**src/design/hang_detector.sv**
```systemverilog
// hang detector: free-running cycle counter with sticky hang flag

`timescale 1ns/1ps

module hang_detector #(
	parameter int HANG_COUNT_WIDTH = 16
) (
	input  logic CLK,
	input  logic nRST,
	output logic hang
);

	logic [HANG_COUNT_WIDTH-1:0] cycle_count;

	// count from reset release
	// flag set on the edge after all ones, then held
	always_ff @(posedge CLK, negedge nRST) begin
		if (!nRST) begin
			cycle_count <= '0;
			hang        <= 1'b0;
		end else begin
			cycle_count <= cycle_count + 1'b1;
			if (cycle_count == '1) begin
				hang <= 1'b1;
			end
		end
	end

endmodule

```
**config.mk**
```make
export PLATFORM = sky130hd
export DESIGN_NAME = hang_detector
export DESIGN_NICKNAME = d
export VERILOG_FILES = /design/src/design/hang_detector.sv
export SDC_FILE = /design/constraint.sdc
export NUM_CORES = 1
export LEC_CHECK = 0
export BUFFER_PORTS_ARGS = -buffer_cell sky130_fd_sc_hd__buf_2
export CAP_MARGIN = 20
export CORE_MARGIN = 2
export CORE_UTILIZATION = 40
export CTS_CLUSTER_DIAMETER = 150
export CTS_CLUSTER_SIZE = 20
export DETAILED_ROUTE_END_ITERATION = 7
export GPL_ROUTABILITY_DRIVEN = 0
export SYNTH_ARGS = -nofsm -noshare
export SYNTH_HDL_FRONTEND = slang
export SYNTH_SLANG_ARGS = --single-unit
```
**constraint.sdc**
```tcl
create_clock -name CLK -period 1.7 [get_ports CLK]
set_input_delay 0.34 -clock CLK [delete_from_list [all_inputs] [get_ports CLK]]
set_output_delay 0.34 -clock CLK [all_outputs]
set_load 0.005 [all_outputs]
```
==> summary.md <==
| Metric | Value |
|---|---|
| Status | completed |
| HP Start | cycle_count[15] |
| # setup viols final | 0 |
| Slew @ Worst Pin | 0.373 ns |
| Pint | 0.498 mW |
| Crit share post-route | 76.1% |
| P_leak | 0.380 nW |
| Max H-tree Level | 1 |
| Detailed Routing Iterations Pass 1 | 2 |
| Dpl hpwl | 900 um |
| Max Root-Sink Buffers | 2 |
| Compound-Gate Fraction of Synth Area | 1.31% |
| P per Cell Area | 746 nW/um^2 |
| Die ar. | 2280 um^2 |
| Net switching power | 0.133 mW |
| Area Overhead vs Synth | 10.1% |
| Vias in the first global route | 463 |
| Synth Area in Adders | 1.63% |
| Antenna violations before repair | 0 |
| CP Class | register to register |
| Net Sw Frac | 21.1% |
| DRT antenna net count | 0 |
| DRC viols | 0 |
| Post-Route WL | 1280 um |
| Critical path's largest stage delay | 0.41 ns |
| Vias per cell | 4.92 |
| Finished Core Util | 47.9% |
| Port bufs | 2 |
| Antenna diodes | 0 |
| R2R Path Start | cycle_count[0] |
| First-pass GRT wire length | 2160 um |
| Relative slew slack | 75.1% |
| Synth Instances | 64 |
| Delay-heaviest family, CP | simple AND/OR/NAND/NOR gates |
| Yosys warnings | 0 |
| Syn_nets | 67 |
| Core area | 1760 um^2 |
| Largest net degree at the start of global routing | 18 |
| Setup total negative slack | 0 ns |
| Post-synthesis simple-gate area fraction | 24.1% |
| Critical path launch point type | register |
| Hold Path Class | register to register |
| Peak supply drop | 360 uV |
| Synth Area in XOR/XNOR | 16.0% |
| Maxcap violations | 0 |
| Final min period | 1.29 ns |
| Via count | 472 |
| Post-synth ARST share | 100% |
| Crit path DAT | 1.51 ns |
| Total GRT Usage | 14.5% |
| Post-synth top flop | dfrtp_1 |
| Slew Limit Fails | 0 |
| GRT overflow | 0 |
| DR iter-0 viols | 3 |
| Min-Delay Endpoint | cycle_count[15] |
| Cell row count | 15 |
| Post-synth EDFFs | 0 |
| Final Instance Count excl. Fillers | 96 |
| Routed wire length per instance | 13.3 um |
| IO Count | 3 |
| Chip Height | 47.8 um |
| Critical Path, Cell by Cell | ha_1 -> nand2_1 -> nor3_1 -> xnor2_1 |
| Post-synthesis cell area | 767 um^2 |
| Clock latency on the worst-skew pair | 0.29 ns |
| DIE WIDTH | 47.8 um |
| Worst Reg-to-Reg Cells | 4 |
| # resized after CTS | 0 |
| R2r endpoint | cycle_count[8] |
| TritonCTS clock tree | yes |
| Yosys reg bits | 17 |
| Syn Area/Cell | 12.0 um^2 |
| CP Max Fanout | 5 |
| Nets@finish | 75 |
| Worst clock skew | 0.00413 ns |
| Final Hold Viols | 0 |
| Total CTS buffers | 3 |
| Initial Utilization | 43.5% |
| Fmax | 0.773 GHz |
| Clk pin slew, worst setup/hold paths | 0.10 ns |
| Required time of the critical path | 1.91 ns |
| Fill count | 178 |
| Synth unique cells | 14 |
| Placed insts | 91 |
| Share of post-route cells with drive strength above 1 | 15.5% |
| Largest family of logic cells by synthesized area | simple AND/OR/NAND/NOR gates |
| Seq/Total Area, Yosys | 55.5% |
| RSZ-0062 raised after global routing | false |
| CTS sink cnt | 17 |
| R2r setup slk | 0.41 ns |
| Clock root buffer | clkbuf_4 |
| Mux contribution to synthesized area | 0% |
| Sequential share of power | 64.1% |
| Crit path buffers/inverters | 0 |
| Combinational Power Share | 1.6% |
| Hold Path Depth | 1 |
| Setup crit end kind | register |
| Critical path's slowest cell | dfrtp_1 |
| Clk network pwr share | 34.3% |
[how the worst max path moves through the flow]
stage | startpoint | end | slack, ns | cells past startpoint
after detailed placement | cycle_count[0] | cycle_count[8] | 0.42 | 4
after global routing | cycle_count[0] | cycle_count[8] | 0.26 | 4
final | cycle_count[0] | cycle_count[8] | 0.41 | 4
after CTS | cycle_count[0] | cycle_count[8] | 0.39 | 4
after floorplan | cycle_count[0] | hang | 0.51 | 4
after global placement | cycle_count[0] | hang | 0.46 | 4
[worst reg2reg max path: stages (launching register included)]
cell and delay [ns]:
dfrtp_1 0.41, ha_1 0.24, nand2_1 0.16, nor3_1 0.25
xnor2_1 0.16
[metrics by stage]
step	worst slack, ns	hold WS, ns	area [um^2]	power, mW
3_5_place_dp	0.418	0.280	808	0.421
6_report	0.406	0.476	845	0.630
2_1_floorplan	0.512	0.0444	767	0.412
3_3_place_gp	0.462	0.278	808	0.421
5_1_grt	0.260	0.492	845	0.670
4_1_cts	0.387	0.482	845	0.640
[cell usage after synthesis (3+ instances only)]
cell	instances	area [um^2]
xor2_1	10	87.6
inv_1	3	11.3
nor3_1	5	25.0
xnor2_1	4	35.0
nand4_1	4	25.0
nor2_1	4	15.0
nor4_2	4	50.1
dfrtp_1	17	425
nand2_1	5	18.8
nand3_1	4	20.0
[routing by layer]
metal | part of all wire [%] | global-route usage (%) | routed length [um]
met5 | 0 | 0 | 0
met1 | 51 | 21.2 | 653
met3 | 1.6 | 3.40 | 20
met4 | 0.94 | 9.73 | 12
met2 | 46 | 18.7 | 593
[state kept, by name, indices dropped and copies added (netlist names)]
| register | count |
|---|---|
| cycle_count | 16 |
| hang | 1 |
[cells in the final DEF, fill, tap and decap left out]
cell            n
nor2_1          4
nand3_2         1
nand3_1         4
inv_1           3
ha_1            1
nor4_2          4
dlygate4sd3_1   1
nor3_1          5
buf_2           2
nand2_1         5
xnor2_1         4
clkbuf_1        1
nand4_4         1
a41o_1          1
nand4_1         4
xor2_1         10
clkbuf_4        3
dfrtp_1        17
[layout make-up]
class / instances / area, um^2 / share of cell area, %
clock buffers: 4 / 26.3 / 3.11
well taps: 25 / 31.3 / 3.70
flip-flops and latches: 17 / 425 / 50.4
inverters: 3 / 11.3 / 1.33
multi-input cells: 44 / 330 / 39.1
repair buffers: 3 / 20.0 / 2.37
[kinds of logic after synthesis]
group | after synthesis
adder cells (fa/ha/maj) | 1
buffers and inverters | 3
AO/OA/AOI/OAI | 1
flip-flops | 17
AND/OR/NAND/NOR | 28
XOR/XNOR | 14
[power by group through the flow]
| stage | sequential (mW) | clock, mW | combinational (mW) |
|---|---|---|---|
| after CTS | 0.404 | 0.225 | 0.0110 |
| after detailed placement | 0.412 | 0 | 0.00897 |
| after global routing | 0.404 | 0.253 | 0.0121 |
| final | 0.404 | 0.216 | 0.00994 |
| after global placement | 0.412 | 0 | 0.00885 |
| after floorplan | 0.412 | 0 | 0.000000129 |
[timing repair]
item | 4_1_cts | 5_1_grt
buffers inserted | 0 | 0
endpoints found under the hold margin | 17 | 0
hold buffers | 1 | 0
Power figures use the tool's default switching activity.
