<file path="src/common/core_types_pkg.sv">
// core-side load queue tag type

package core_types_pkg;

	// load queue index
	// sent with a data read, echoed back on its response
	// 8 entries in the load queue
	typedef logic [2:0] lq_index_t;

	// response carries the tag unchanged
	// so the core can complete out of order

endpackage

</file>
<file path="src/common/mem_types_pkg.sv">
// memory-side word and data address types, byte address padding constants

package mem_types_pkg;

	////////////////////////////////////////////////////////////
	// widths
	////////////////////////////////////////////////////////////

	// data word, also used for byte addresses
	typedef logic [31:0] word_t;

	// word address of a data access
	// 16k words, upper byte address bits are always zero
	typedef logic [13:0] daddr_t;

	////////////////////////////////////////////////////////////
	// address padding
	////////////////////////////////////////////////////////////

	// zero bits above a daddr_t in a byte address
	localparam logic [15:0] DADDR_HI_PAD = 16'h0000;

	// byte offset of a word access
	localparam logic [1:0] DADDR_LO_PAD = 2'b00;

	// byte address = {DADDR_HI_PAD, daddr_t, DADDR_LO_PAD}
	// 16 + 14 + 2 = 32 bits

endpackage

</file>
<file path="src/mem_arbiter/mem_arbiter.sv">
// RAM port arbiter: fixed priority dread > drain > ifetch, tagged read response, halt gating

`timescale 1ns/1ps

module mem_arbiter #(
	parameter int WB_DEPTH_LOG2 = 2
) (
	input  logic                      CLK,
	input  logic                      nRST,
	// instruction fetch
	input  logic                      iread_ren,
	input  mem_types_pkg::word_t      iread_addr,
	output logic                      iread_hit,
	output mem_types_pkg::word_t      iread_load,
	// data read
	input  logic                      dread_valid,
	input  mem_types_pkg::daddr_t     dread_addr,
	input  core_types_pkg::lq_index_t dread_tag,
	output logic                      dread_resp_valid,
	output core_types_pkg::lq_index_t dread_resp_tag,
	output mem_types_pkg::word_t      dread_resp_data,
	// data write
	input  logic                      dwrite_valid,
	input  mem_types_pkg::daddr_t     dwrite_addr,
	input  mem_types_pkg::word_t      dwrite_data,
	output logic                      dwrite_blocked,
	// halt
	input  logic                      core_halt,
	output logic                      halt_flushed,
	// RAM port
	input  mem_types_pkg::word_t      ram_load,
	output logic                      mem_ren,
	output logic                      mem_wen,
	output mem_types_pkg::word_t      mem_addr,
	output mem_types_pkg::word_t      mem_store
);

	logic                  wb_full;
	logic                  wb_empty;
	logic                  wb_deq;
	mem_types_pkg::daddr_t wb_head_addr;
	mem_types_pkg::word_t  wb_head_data;
	logic                  wb_hit;
	mem_types_pkg::word_t  wb_hit_data;
	mem_types_pkg::word_t  resp_data_next;

	write_buffer #(
		.WB_DEPTH_LOG2(WB_DEPTH_LOG2)
	) write_buffer_i (
		.CLK         (CLK),
		.nRST        (nRST),
		.enq         (dwrite_valid && !wb_full),
		.enq_addr    (dwrite_addr),
		.enq_data    (dwrite_data),
		.deq         (wb_deq),
		.lookup_addr (dread_addr),
		.full        (wb_full),
		.empty       (wb_empty),
		.head_addr   (wb_head_addr),
		.head_data   (wb_head_data),
		.lookup_hit  (wb_hit),
		.lookup_data (wb_hit_data)
	);

	// blocked straight from registered full
	assign dwrite_blocked = wb_full;
	assign halt_flushed   = core_halt && wb_empty;
	assign iread_load     = ram_load;
	// only the drain writes
	assign mem_store      = wb_head_data;

	////////////////////////////////////////////////////////////
	// priority select
	////////////////////////////////////////////////////////////

	always_comb begin
		mem_ren        = 1'b0;
		mem_wen        = 1'b0;
		mem_addr       = '0;
		wb_deq         = 1'b0;
		iread_hit      = 1'b0;
		resp_data_next = ram_load;
		if (dread_valid) begin
			// forward youngest pending write, else RAM
			if (wb_hit) begin
				resp_data_next = wb_hit_data;
			end else begin
				mem_ren  = 1'b1;
				mem_addr = {mem_types_pkg::DADDR_HI_PAD, dread_addr, mem_types_pkg::DADDR_LO_PAD};
			end
		end else if (!wb_empty) begin
			// drain oldest entry
			mem_wen  = 1'b1;
			mem_addr = {mem_types_pkg::DADDR_HI_PAD, wb_head_addr, mem_types_pkg::DADDR_LO_PAD};
			wb_deq   = 1'b1;
		end else if (iread_ren) begin
			mem_ren   = 1'b1;
			mem_addr  = iread_addr;
			iread_hit = 1'b1;
		end
	end

	// response one cycle after request
	always_ff @(posedge CLK, negedge nRST) begin
		if (!nRST) begin
			dread_resp_valid <= 1'b0;
		end else begin
			dread_resp_valid <= dread_valid;
		end
	end

	always_ff @(posedge CLK) begin
		dread_resp_tag  <= dread_tag;
		dread_resp_data <= resp_data_next;
	end

endmodule

</file>
<file path="src/mem_arbiter/write_buffer.sv">
// posted write queue: circular entries, head/tail with wrap bit, youngest-match lookup

`timescale 1ns/1ps

module write_buffer #(
	parameter int WB_DEPTH_LOG2 = 2
) (
	input  logic                   CLK,
	input  logic                   nRST,
	input  logic                   enq,
	input  mem_types_pkg::daddr_t  enq_addr,
	input  mem_types_pkg::word_t   enq_data,
	input  logic                   deq,
	input  mem_types_pkg::daddr_t  lookup_addr,
	output logic                   full,
	output logic                   empty,
	output mem_types_pkg::daddr_t  head_addr,
	output mem_types_pkg::word_t   head_data,
	output logic                   lookup_hit,
	output mem_types_pkg::word_t   lookup_data
);

	localparam int DEPTH = 1 << WB_DEPTH_LOG2;

	// pointer with one extra wrap bit
	typedef logic [WB_DEPTH_LOG2:0] ptr_t;
	typedef logic [WB_DEPTH_LOG2-1:0] slot_t;

	logic                  entry_valid [DEPTH];
	mem_types_pkg::daddr_t entry_addr  [DEPTH];
	mem_types_pkg::word_t  entry_data  [DEPTH];

	ptr_t  head_ptr;
	ptr_t  tail_ptr;
	slot_t head_slot;
	slot_t tail_slot;
	slot_t scan_slot;

	assign head_slot = head_ptr[WB_DEPTH_LOG2-1:0];
	assign tail_slot = tail_ptr[WB_DEPTH_LOG2-1:0];

	// same slot, wrap bits differ -> full
	assign full  = (head_slot == tail_slot) && (head_ptr[WB_DEPTH_LOG2] != tail_ptr[WB_DEPTH_LOG2]);
	assign empty = (head_ptr == tail_ptr);

	// oldest entry, drained first
	assign head_addr = entry_addr[head_slot];
	assign head_data = entry_data[head_slot];

	////////////////////////////////////////////////////////////
	// control state
	////////////////////////////////////////////////////////////

	always_ff @(posedge CLK, negedge nRST) begin
		if (!nRST) begin
			head_ptr <= '0;
			tail_ptr <= '0;
			for (int i = 0; i < DEPTH; i++) begin
				entry_valid[i] <= 1'b0;
			end
		end else begin
			// enq and deq never hit the same slot
			if (deq) begin
				entry_valid[head_slot] <= 1'b0;
				head_ptr <= head_ptr + 1'b1;
			end
			if (enq) begin
				entry_valid[tail_slot] <= 1'b1;
				tail_ptr <= tail_ptr + 1'b1;
			end
		end
	end

	// payload
	always_ff @(posedge CLK) begin
		if (enq) begin
			entry_addr[tail_slot] <= enq_addr;
			entry_data[tail_slot] <= enq_data;
		end
	end

	////////////////////////////////////////////////////////////
	// lookup
	////////////////////////////////////////////////////////////

	// walk oldest to youngest starting at head
	// a later match overrides, so youngest wins
	always_comb begin
		lookup_hit  = 1'b0;
		lookup_data = '0;
		scan_slot   = head_slot;
		for (int i = 0; i < DEPTH; i++) begin
			scan_slot = head_slot + WB_DEPTH_LOG2'(i);
			if (entry_valid[scan_slot] && (entry_addr[scan_slot] == lookup_addr)) begin
				lookup_hit  = 1'b1;
				lookup_data = entry_data[scan_slot];
			end
		end
	end

endmodule

</file>
<file path="config.mk">
export PLATFORM = sky130hd
export DESIGN_NAME = mem_arbiter
export DESIGN_NICKNAME = d
export VERILOG_FILES = /design/src/common/core_types_pkg.sv /design/src/common/mem_types_pkg.sv /design/src/mem_arbiter/mem_arbiter.sv /design/src/mem_arbiter/write_buffer.sv
export SDC_FILE = /design/constraint.sdc
export NUM_CORES = 1
export LEC_CHECK = 0
export ABC_AREA = 1
export BUFFER_PORTS_ARGS = -buffer_cell sky130_fd_sc_hd__buf_4
export CORE_MARGIN = 3
export CORE_UTILIZATION = 45
export DETAILED_ROUTE_END_ITERATION = 12
export GPL_TIMING_DRIVEN = 0
export PLACE_DENSITY = 0.67
export SLEW_MARGIN = 5
export SYNTH_ARGS = -nofsm -noshare
export SYNTH_HDL_FRONTEND = slang
export SYNTH_SLANG_ARGS = --single-unit
export TNS_END_PERCENT = 5
</file>
<file path="constraint.sdc">
create_clock -name CLK -period 5.79 [get_ports CLK]
set_input_delay 1.158 -clock CLK [delete_from_list [all_inputs] [get_ports CLK]]
set_output_delay 1.158 -clock CLK [all_outputs]
set_load 0.02 [all_outputs]
</file>
==> results by group <==
Global routing
  – Vias in the first global route: about 13000
  – Antenna violations before repair: 1
  – Pin count of the biggest net entering global routing: 47
  – GR Overflow Total: 0
  – Total Routing Usage GR: 0.285
  – First-pass GRT wire length: approximately 75000 um

Layout
  – Area delta synth->final: 25.2%
  – Commonest cells after routing, fill and taps aside: 587 x nand2_1, 315 x buf_4, 236 x nand3_1
  – Commonest non-fill, non-tap cell in the layout: nand2_1
  – Design area: around 18000 sq um
  – Nets: 2274
  – Ratio of cells with drive above 1 in the final layout: 0.203
  – Non-filler cells, final: around 2600

CTS
  – CTS root buf: clkbuf_16
  – Clk buf depth: 3
  – CTS tree: yes
  – Hold Buf Count CTS: 0
  – Htree depth: 1
  – Clock Sink Count: 230
  – TritonCTS buffer count: 27
  – Worst skew pair latency: 0.57 ns
  – Worst-path clk slew: roughly 0.060 ns

Floorplanning
  – Die width: between 150 and 200 um
  – Initial core utilization: 0.458
  – Die ar.: 34500 sq um
  – Site Rows: 65
  – Die extent in y: approximately 190 um
  – Total core area: about 32000 sq um
  – Num ports: 270

Placed design
  – I/O Buffers: roughly 270
  – Detail Placement HPWL: between 30000 and 40000 um
  – Placed insts: between 2000 and 3000
  – Routability cong.: 0.982
  – Post-placement worst setup slack: -0.936 ns
  – Post-DP Area: between 15000 and 20000 sq um

Synth
  – Seq/Total Area, Yosys: 0.448
  – Ys Warns: 0
  – Post-Syn Area per Cell: between 7 and 8 sq um
  – Synthesized instance count: around 1800
  – Seq cells post-synth: 230
  – Largest area contributor in the netlist: edfxtp_1
  – Post-synth top area share: 0.381
  – Synthesized net count: approximately 2000
  – Largest cells by area after synthesis: edfxtp_1 38%, nand2_1 15%, mux2i_1 11%
  – Netlist cell types: 30
  – Mapped cell area: between 10000 and 15000 sq um

Route
  – Met1 Wirelength: between 20000 and 25000 um
  – Wire per inst: between 15 and 20 um
  – Drc violations: 0
  – DR pass1 iterations: 6
  – Final ANT Viol Nets: 0
  – Initial DRC Count: between 1000 and 1500
  – Met3 WL post-DR: 5370 um
  – Via Count: 14100
  – Highest metal used: met5
  – Wire length on met2: 23200 um
  – Via density per instance: 5.53
  – WL final: about 51000 um

STA
  – Rel. slew slack: 0.391
  – Setup violations, final: 0
  – RSZ-0062 raised after global routing: no
  – Crit path time final: around 5.5 ns
  – PnR worst setup slack: about 0.27 ns
  – Setup TNS: 0 ns
  – Fmax: roughly 180 MHz
  – Hold Fails Final Rpt: 0
  – Final Cycle Share: 0.954
  – Slew Viols, Final: 0
  – Clk_skew: 0.0256 ns
  – Worst slew pin tran: slightly above 0.9 ns

Setup path
  – CP max FO: 11
  – R2R Path Start: write_buffer_i.head_ptr[0]$_DFFE_PN0P_
  – CP Class: register to output pin
  – Crit path launch type: register
  – Critical Path Start: write_buffer_i.head_ptr[0]$_DFFE_PN0P_
  – Crit path DAT: 4.37 ns
  – CP Capture Type: output pin
  – Critical path required time: around 4.6 ns
  – Reg2reg path depth: 15

Pwr
  – Combinational fraction of design power: 0.587
  – Clock power frac: 0.180
  – Switch share: 0.484
  – Lkg Pwr: between 8 and 9 nW
  – Int Power: about 5.2 mW
  – Power Density: roughly 550 nW/um^2
  – Flop pwr share: 0.233
  – Psw: between 4 and 5 mW
  – Design Power: 9.98 mW
  – Max rail drop VDD: 0.319 mV

Outcome
  – Status: finished, final reports clean

Flow run
  – Max-cap violations: 0

Min path
  – HP Class: input pin to async pin
[registers in the layout, indices dropped and copies added (netlist names)]
signal and count:
write_buffer_i.entry_data 128, write_buffer_i.entry_addr 56, dread_resp_data 32, write_buffer_i.entry_valid 4, dread_resp_tag 3, write_buffer_i.head_ptr 3
write_buffer_i.tail_ptr 3, dread_resp_valid 1
[per-layer routing]
layer	GRT usage	up-vias
met5	0	-
met4	0.0998	2
met3	0.0563	125
met2	0.464	832
met1	0.382	6533
li1	-	6657
[worst paths after layout]
check	to	slack [ns]
worst min register to register	write_buffer_i.head_ptr[2]$_DFFE_PN0P_	0.50
worst max-delay path	mem_addr[7]	0.27
worst max register to register	dread_resp_data[17]$_DFF_P_	1.78
min in group CLK	write_buffer_i.head_ptr[2]$_DFFE_PN0P_	0.50
worst min-delay path	write_buffer_i.head_ptr[2]$_DFFE_PN0P_	0.42
max in group asynchronous	write_buffer_i.tail_ptr[2]$_DFFE_PN0P_	5.21
[Yosys cell counts, drive strengths merged]
master	count
or2	32
xor2	5
buf	98
edfxtp	184
mux2i	160
ha	8
nor3	32
a21oi	20
nor2	169
clkbuf	34
nand3	236
dfxtp	35
o21a	1
nand2	589
o21ai	92
nand4	2
dfrtp	11
xnor2	5
inv	119
[worst max-delay path, cell delays in order, from the launching register on]
cell and delay, ns:
dfrtp_1 0.39, buf_6 0.20, inv_4 0.11, buf_6 0.16
buf_6 0.16, ha_2 0.39, buf_2 0.32, buf_4 0.29
nand3_1 0.12, nand2_1 0.09, nand2_1 0.13, nand2_1 0.10
nor2_1 0.07, nand2_1 0.09, nor2_1 0.04, nand2_1 0.08
nand2_1 0.11, nor2_1 0.15, nand2_2 0.15, clkbuf_4 0.24
o21ai_0 0.20, buf_4 0.18
[area by class of cell]
class	count	area [sq um]
Antenna cell	1	2.50
Timing Repair Buffer	276	2180
Clock inverter	21	267
Sequential cell	230	6500
Buffer	128	777
Inverter	119	459
Multi-Input combinational cell	1351	6820
Fill cell	2901	13500
Tap cell	402	503
Clock buffer	29	683
[per-stage QoR]
stage / utilization / hold WS (ns)
floorplan: - / 0.464
global placement: 0.537 / 0.480
detailed placement: 0.543 / 0.485
CTS: 0.573 / 0.398
global route: 0.573 / 0.404
finish: 0.573 / 0.418
[power groups by stage]
stage / clock [mW] / sequential, mW / combinational, mW
after floorplan: 0 / 2.35 / 3.71
after global routing: 1.90 / 2.36 / 6.33
after CTS: 1.83 / 2.32 / 5.75
after global placement: 0 / 2.39 / 5.56
after detailed placement: 0 / 2.35 / 5.71
final: 1.80 / 2.33 / 5.85
[cells by family after synthesis]
kind of cell,count (synthesis),share of synthesized area
xor+xnor,10,0.00603
compound gates,113,0.0399
mux,160,0.110
fa+ha+maj,8,0.00689
simple gates,1060,0.304
flops,230,0.448
buf+inv,251,0.0854
[what timing repair did]
action                     in CTS  in global routing
hold endpoints to repair        0                  0
resized for setup               6                  5
setup buffers                   1                  0
gates cloned                    0                  0
setup endpoints to repair      15                 15
pin swaps                       1                  0
Note: power is estimated with default switching activity, not from simulation.
